[src/logic/cpu_pkg.sv]
`default_nettype none

package cpu_pkg;

    localparam int WORD_W     = 32;
    localparam int REG_ADDR_W = 5;

    typedef logic [WORD_W-1:0]     word_t;
    typedef logic [2*WORD_W-1:0]   dword_t;
    typedef logic [REG_ADDR_W-1:0] reg_addr_t;

    // return address of jump-and-link, past the delay slot
    localparam word_t LINK_OFFSET = 32'd8;

    // decoded operations
    typedef enum logic [5:0] {
        OP_NOP,
        OP_AND, OP_ANDI, OP_OR, OP_ORI, OP_XOR, OP_XORI, OP_NOR,
        OP_SLL, OP_SLLV, OP_SRL, OP_SRLV, OP_SRA, OP_SRAV,
        OP_LUI, OP_MOVN, OP_MOVZ,
        OP_MFHI, OP_MFLO, OP_MTHI, OP_MTLO,
        OP_ADD, OP_ADDI, OP_ADDU, OP_ADDIU, OP_SUB, OP_SUBU,
        OP_SLT, OP_SLTI, OP_SLTU, OP_SLTIU,
        OP_MUL, OP_MULT, OP_MULTU,
        OP_JAL, OP_JALR, OP_BLTZAL, OP_BGEZAL,
        OP_LB, OP_LBU, OP_LH, OP_LHU, OP_LW,
        OP_SB, OP_SH, OP_SW
    } oper_t;

    // one instruction as handed over by decode
    typedef struct packed {
        oper_t     oper;
        word_t     pc;
        word_t     reg1;
        word_t     reg2;
        logic      wreg_write;
        reg_addr_t wreg_addr;
    } issue_t;

    // execute result, carried unchanged through EX/MEM and MEM/WB
    typedef struct packed {
        oper_t     oper;
        logic      wreg_write;
        reg_addr_t wreg_addr;
        word_t     wreg_data;
        logic      whilo;
        word_t     hi;
        word_t     lo;
        word_t     mem_addr;
        word_t     mem_data;
    } ex_result_t;

    // HI/LO write still in flight
    typedef struct packed {
        logic  whilo;
        word_t hi;
        word_t lo;
    } hilo_fwd_t;

endpackage

`default_nettype wire

[src/logic/ex_stage.sv]
`default_nettype none

module ex_stage (
    input  wire cpu_pkg::issue_t    issue_i,
    input  wire cpu_pkg::word_t     hi_i,
    input  wire cpu_pkg::word_t     lo_i,
    input  wire cpu_pkg::hilo_fwd_t mem_fwd_i,
    input  wire cpu_pkg::hilo_fwd_t wb_fwd_i,
    output cpu_pkg::ex_result_t     result_o
);
    import cpu_pkg::*;

    oper_t oper;
    word_t reg1;
    word_t reg2;

    assign oper = issue_i.oper;
    assign reg1 = issue_i.reg1;
    assign reg2 = issue_i.reg2;

    // current HI/LO, youngest in-flight write wins
    word_t hi;
    word_t lo;

    always_comb begin
        if (mem_fwd_i.whilo) begin
            hi = mem_fwd_i.hi;
            lo = mem_fwd_i.lo;
        end else if (wb_fwd_i.whilo) begin
            hi = wb_fwd_i.hi;
            lo = wb_fwd_i.lo;
        end else begin
            hi = hi_i;
            lo = lo_i;
        end
    end

    // shared adder and subtractor
    word_t add_res;
    word_t sub_res;

    assign add_res = reg1 + reg2;
    assign sub_res = reg1 - reg2;

    // sign bits differ -> reg1 sign decides, else sign of the difference
    logic signed_lt;
    logic unsigned_lt;

    assign signed_lt   = (reg1[31] != reg2[31]) ? reg1[31] : sub_res[31];
    assign unsigned_lt = (reg1 < reg2);

    // multiply on magnitudes, sign applied afterwards
    logic   mul_signed;
    logic   mul_neg;
    word_t  abs_reg1;
    word_t  abs_reg2;
    dword_t mul_abs;
    dword_t mul_res;

    assign mul_signed = (oper != OP_MULTU);
    assign mul_neg    = mul_signed && (reg1[31] ^ reg2[31]);
    assign abs_reg1   = (mul_signed && reg1[31]) ? -reg1 : reg1;
    assign abs_reg2   = (mul_signed && reg2[31]) ? -reg2 : reg2;
    assign mul_abs    = dword_t'(abs_reg1) * dword_t'(abs_reg2);
    assign mul_res    = mul_neg ? -mul_abs : mul_abs;

    word_t link_addr;

    assign link_addr = issue_i.pc + LINK_OFFSET;

    always_comb begin
        result_o            = '0;
        result_o.oper       = oper;
        result_o.wreg_write = issue_i.wreg_write;
        result_o.wreg_addr  = issue_i.wreg_addr;
        result_o.hi         = hi;
        result_o.lo         = lo;

        // HI/LO writers never touch the register file
        if (oper inside {OP_MULT, OP_MULTU, OP_MTHI, OP_MTLO}) begin
            result_o.whilo      = 1'b1;
            result_o.wreg_write = 1'b0;
        end

        case (oper)
            OP_AND, OP_ANDI: result_o.wreg_data = reg1 & reg2;
            OP_OR, OP_ORI:   result_o.wreg_data = reg1 | reg2;
            OP_XOR, OP_XORI: result_o.wreg_data = reg1 ^ reg2;
            OP_NOR:          result_o.wreg_data = ~(reg1 | reg2);
            OP_SLL, OP_SLLV: result_o.wreg_data = reg2 << reg1[4:0];
            OP_SRL, OP_SRLV: result_o.wreg_data = reg2 >> reg1[4:0];
            OP_SRA, OP_SRAV: result_o.wreg_data = word_t'($signed(reg2) >>> reg1[4:0]);
            OP_LUI:          result_o.wreg_data = {reg2[15:0], 16'h0000};
            OP_MOVN: begin
                result_o.wreg_write = (reg2 != '0);
                result_o.wreg_data  = (reg2 != '0) ? reg1 : '0;
            end
            OP_MOVZ: begin
                result_o.wreg_write = (reg2 == '0);
                result_o.wreg_data  = (reg2 == '0) ? reg1 : '0;
            end
            OP_MFHI: result_o.wreg_data = hi;
            OP_MFLO: result_o.wreg_data = lo;
            // only one half is replaced
            OP_MTHI: result_o.hi = reg1;
            OP_MTLO: result_o.lo = reg1;
            // no overflow trap, ADD behaves like ADDU
            OP_ADD, OP_ADDI, OP_ADDU, OP_ADDIU: result_o.wreg_data = add_res;
            OP_SUB, OP_SUBU:   result_o.wreg_data = sub_res;
            OP_SLT, OP_SLTI:   result_o.wreg_data = word_t'(signed_lt);
            OP_SLTU, OP_SLTIU: result_o.wreg_data = word_t'(unsigned_lt);
            OP_MUL:            result_o.wreg_data = mul_res[31:0];
            OP_MULT, OP_MULTU: {result_o.hi, result_o.lo} = mul_res;
            OP_JAL, OP_JALR, OP_BLTZAL, OP_BGEZAL: begin
                result_o.wreg_write = 1'b1;
                result_o.wreg_data  = link_addr;
            end
            OP_LB, OP_LBU, OP_LH, OP_LHU, OP_LW: result_o.mem_addr = add_res;
            OP_SB, OP_SH, OP_SW: begin
                result_o.mem_addr = reg1;
                result_o.mem_data = reg2;
            end
            // NOP keeps the defaults
            default: ;
        endcase
    end

endmodule

`default_nettype wire

[src/logic/exec_pipe.sv]
`default_nettype none

module exec_pipe (
    input  wire logic                clk_i,
    input  wire logic                rst_n_i,
    input  wire logic                valid_i,
    input  wire cpu_pkg::ex_result_t result_i,
    output cpu_pkg::hilo_fwd_t       mem_fwd_o,
    output cpu_pkg::hilo_fwd_t       wb_fwd_o,
    output logic                     wb_valid_o,
    output cpu_pkg::ex_result_t      wb_o
);
    import cpu_pkg::*;

    logic       mem_valid_q;
    logic       wb_valid_q;
    ex_result_t mem_q;
    ex_result_t wb_q;

    // stage valid bits
    always_ff @(posedge clk_i) begin
        if (!rst_n_i) begin
            mem_valid_q <= 1'b0;
            wb_valid_q  <= 1'b0;
        end else begin
            mem_valid_q <= valid_i;
            wb_valid_q  <= mem_valid_q;
        end
    end

    // payload, qualified by the valid bits above
    always_ff @(posedge clk_i) begin
        mem_q <= result_i;
        wb_q  <= mem_q;
    end

    // forwarding views, bubbles never write HI/LO
    assign mem_fwd_o.whilo = mem_valid_q & mem_q.whilo;
    assign mem_fwd_o.hi    = mem_q.hi;
    assign mem_fwd_o.lo    = mem_q.lo;

    assign wb_fwd_o.whilo = wb_valid_q & wb_q.whilo;
    assign wb_fwd_o.hi    = wb_q.hi;
    assign wb_fwd_o.lo    = wb_q.lo;

    assign wb_valid_o = wb_valid_q;
    assign wb_o       = wb_q;

endmodule

`default_nettype wire

[src/logic/hilo_reg.sv]
`default_nettype none

module hilo_reg (
    input  wire logic               clk_i,
    input  wire logic               rst_n_i,
    input  wire cpu_pkg::hilo_fwd_t wb_fwd_i,
    output cpu_pkg::word_t          hi_o,
    output cpu_pkg::word_t          lo_o
);

    // architectural HI/LO, loaded as a pair from writeback
    always_ff @(posedge clk_i) begin
        if (!rst_n_i) begin
            hi_o <= '0;
            lo_o <= '0;
        end else if (wb_fwd_i.whilo) begin
            hi_o <= wb_fwd_i.hi;
            lo_o <= wb_fwd_i.lo;
        end
    end

endmodule

`default_nettype wire

[src/logic/ex_unit_top.sv]
`default_nettype none

module ex_unit_top (
    input  wire logic            clk_i,
    input  wire logic            rst_n_i,
    input  wire logic            issue_valid_i,
    input  wire cpu_pkg::issue_t issue_i,
    output logic                 wb_valid_o,
    output cpu_pkg::ex_result_t  wb_o
);
    import cpu_pkg::*;

    ex_result_t ex_result;
    hilo_fwd_t  mem_fwd;
    hilo_fwd_t  wb_fwd;
    word_t      hi;
    word_t      lo;

    ex_stage u_ex_stage (
        .issue_i   (issue_i),
        .hi_i      (hi),
        .lo_i      (lo),
        .mem_fwd_i (mem_fwd),
        .wb_fwd_i  (wb_fwd),
        .result_o  (ex_result)
    );

    // EX/MEM and MEM/WB
    exec_pipe u_exec_pipe (
        .clk_i      (clk_i),
        .rst_n_i    (rst_n_i),
        .valid_i    (issue_valid_i),
        .result_i   (ex_result),
        .mem_fwd_o  (mem_fwd),
        .wb_fwd_o   (wb_fwd),
        .wb_valid_o (wb_valid_o),
        .wb_o       (wb_o)
    );

    hilo_reg u_hilo_reg (
        .clk_i    (clk_i),
        .rst_n_i  (rst_n_i),
        .wb_fwd_i (wb_fwd),
        .hi_o     (hi),
        .lo_o     (lo)
    );

endmodule

`default_nettype wire

[config.mk]
export PLATFORM = sky130hd
export DESIGN_NAME = ex_unit_top
export DESIGN_NICKNAME = d
export VERILOG_FILES = /design/src/logic/cpu_pkg.sv /design/src/logic/ex_stage.sv /design/src/logic/exec_pipe.sv /design/src/logic/hilo_reg.sv /design/src/logic/ex_unit_top.sv
export SDC_FILE = /design/constraint.sdc
export NUM_CORES = 2
export LEC_CHECK = 0
export BUFFER_PORTS_ARGS = -buffer_cell sky130_fd_sc_hd__buf_2
export CORE_MARGIN = 2
export CORE_UTILIZATION = 35
export CTS_CLUSTER_DIAMETER = 100
export DETAILED_ROUTE_END_ITERATION = 16
export PLACE_DENSITY = 0.47
export SLEW_MARGIN = 20
export SYNTH_ARGS = -nofsm -noshare
export SYNTH_HDL_FRONTEND = slang
export SYNTH_HIERARCHICAL = 1
export SYNTH_SLANG_ARGS = --single-unit
[constraint.sdc]
create_clock -name clk_i -period 29.8 [get_ports clk_i]
set_input_delay 4.47 -clock clk_i [delete_from_list [all_inputs] [get_ports clk_i]]
set_output_delay 4.47 -clock clk_i [all_outputs]
set_load 0.05 [all_outputs]
==> flow_metrics.env <==
export IMPL_finalCritPeriodShare=0.593
export IMPL_syn_inst=6938
export IMPL_grtUsageMet2=0.541
export IMPL_root_buffer="clkbuf_16"
export IMPL_routed_wl_um=291000
export IMPL_die_w_um=412
export IMPL_setup_violations=0
export IMPL_die_y_um=412
export IMPL_drt_iter0_drc=5100
export IMPL_dr_pass1_iters=6
export IMPL_maxSlewViolCount=0
export IMPL_fp_dieArea_sq_um=170000
export IMPL_remaining_drc_errors=0
export IMPL_dp_hpwl_um=230000
export IMPL_core_area_sq_um=165000
export IMPL_hold_violations=0
export IMPL_timing_critical_path_mode_cell="fa_1"
export IMPL_cts_tree="done"
export IMPL_io_buffers=284
export IMPL_antenna_found_initial=16
export IMPL_fin_crit_ps=17680
export IMPL_synth_seq_cells=412
export IMPL_start_util=0.353
export IMPL_hp_class="reg2reg"
export IMPL_layout_commonest_cell="inv_1"
export IMPL_htree_levels=2
export IMPL_crit_family="adder cells"
export IMPL_critical_path_arrival_ps=18160
export IMPL_grt_overflow_total=0
export IMPL_cts_made_buffers=42
export IMPL_relSlewSlack=0.152
export IMPL_crit_type="in2reg"
export IMPL_cts_resized=0
export IMPL_synth_flop_cell="dfxtp_1"
export IMPL_cp_slowest_cell="o21ai_0"
export IMPL_synth_nets=8311
export IMPL_place_congestion=1.04
export IMPL_synth_edf_count=0
export IMPL_grt_pass1_vias=52600
export IMPL_row_count=149
export IMPL_grt_busiest_layer="met2"
export IMPL_cp_end_kind="flop"
export IMPL_fin_nets=8267
export IMPL_syn_to_final_growth_pct=9.21
export IMPL_grt_max_degree=71
export IMPL_synth_warnings=6
export IMPL_critPathRequiredTime_ps=30270
export IMPL_ioPinCount=285
export IMPL_ctsHoldBuffers=0
export IMPL_async_flop_share=0
export IMPL_grt_pass1_wl_um=404000
export IMPL_vias=52100
export IMPL_synthTopCellsByArea="fa_1 (31%), dfxtp_1 (14%), ha_1 (7.8%)"
export IMPL_cp_slowest_stage_delay_ps=960
export IMPL_finalSetupTns_ps=0
export IMPL_skew_ps=43.8
export IMPL_status="finished clean"
export IMPL_start_kind="primary input"
export IMPL_path_clk_slew_ps=70
export IMPL_final_antenna_net_count=0
export IMPL_post_synth_top_area_cell="fa_1"
export IMPL_tightest_slew_ps=1260
export IMPL_syn_area_per_cell_sq_um=8.40
export IMPL_max_freq_ghz=0.0566
export IMPL_ys_types=87
export IMPL_cts_buffer_depth=3
export IMPL_clkLatencyLatePin_ps=630
export IMPL_yosysSeqAreaShare=0.142
export IMPL_track_usage=0.337
export IMPL_post_cts_setup_buffers=0
export IMPL_rsz0062_at_grt="false"
export IMPL_cts_sink_count=412
export IMPL_grt_met1_usage=0.426
export IMPL_synth_area_sq_um=58300
export IMPL_maxCapViolations=0
export IMPL_via_per_inst=5.71
export IMPL_drive_gt1_frac=0.0985
export IMPL_met3_usage=0.0571
export IMPL_mostFrequentLayoutCells="inv_1 (1011), fa_1 (899), nor2_1 (858), nand2_1 (781), dfxtp_1 (412)"
export IMPL_wire_per_inst_um=31.9
export IMPL_critPathMaxFanout=26
export IMPL_cp_num_buf_inv=8
export IMPL_synth_top_area_share=0.309
state kept, by name, summed over array words and instances (netlist names):
name,count
u_exec_pipe/mem_valid_q,1
u_exec_pipe/wb_valid_o,1
u_exec_pipe/wb_o,109
u_hilo_reg/hi_o,32
u_hilo_reg/lo_o,32
u_exec_pipe/wb_fwd_o,64
u_exec_pipe/mem_q,109
u_exec_pipe/mem_fwd_o,64
cell families (layout without fill, tap and decap cells):
logic type                 Yosys count  after routing  synth area share
muxes                              226            226            0.0422
DFF                                412            412             0.142
AOI/OAI and AO/OA                 1068           1068             0.118
other                                0             11                 0
xor gates and xnor gates           294            294            0.0442
buffers and inverters             1559           1545             0.111
and+or+nand+nor                   2117           2117             0.156
adders and majority gates         1262           1262             0.387
cells in the mapped netlist, drive strengths merged (9+ instances only):
library cell,count
nor2b,72
nand2b,24
a221oi,36
ha,363
o31ai,20
o21bai,27
a221o,22
nor4,35
o21a,22
or2,18
a22oi,53
buf,176
and3,24
a21o,32
inv,1013
mux4,15
o211ai,32
fa,899
nor2,861
nand3,65
o21ai,273
nor3b,9
nor3,64
a211oi,28
o221ai,53
nand4,45
or3,30
a21oi,284
clkbuf,367
o22ai,35
and2,67
a2111oi,14
a22o,22
dfxtp,412
a31oi,39
mux2i,204
nand2,781
a222oi,13
xnor2,237
xor2,57
metrics by stage:
step / setup slack (ps) / std cells / utilization / hold WS (ps) / cell area [sq um]
floorplan: 13600 / 6938 / - / 310 / 58300
global placement: 11980 / 9036 / 0.375 / 311 / 62000
detailed placement: 11850 / 9037 / 0.375 / 312 / 62000
CTS: 12410 / 9111 / 0.385 / 287 / 63500
global route: 11500 / 9115 / 0.385 / 307 / 63600
finish: 12120 / 9124 / 0.385 / 294 / 63600
per-layer routing:
| layer | vias to the layer above | part of all wire | wire (um) |
|---|---|---|---|
| met4 | 2 | 0.069 | 20100 |
| met5 | - | 0.000034 | 10 |
| li1 | 22000 | - | - |
| met1 | 26800 | 0.39 | 114000 |
| met2 | 2702 | 0.46 | 133000 |
| met3 | 643 | 0.080 | 23300 |
worst paths after layout:
path / depth (start not counted) / start / to / slack [ps]
max: 39 / issue_i[38] / u_exec_pipe/mem_fwd_o[63]$_DFF_P_ / 12120
min: 0 / u_exec_pipe/mem_q[47]$_DFF_P_ / u_exec_pipe/wb_o[47]$_DFF_P_ / 290
max reg2reg: 12 / u_exec_pipe/mem_q[128]$_DFF_P_ / u_exec_pipe/mem_q[146]$_DFF_P_ / 24280
min reg2reg: 0 / u_exec_pipe/mem_q[47]$_DFF_P_ / u_exec_pipe/wb_o[47]$_DFF_P_ / 290
cell type report:
class | count | area [sq um]
Inverter | 1016 | 3810
Sequential cell | 412 | 8250
Fill cell | 17200 | 102000
Clock inverter | 26 | 397
Clock buffer | 48 | 1120
Multi-Input combinational cell | 4967 | 44500
Antenna cell | 11 | 27.5
Tap cell | 2189 | 2740
Timing Repair Buffer | 455 | 2730
Power is left out: the tool's default activity adds up to more than one toggle a clock period on the data nets, which glitch-free logic cannot reach.
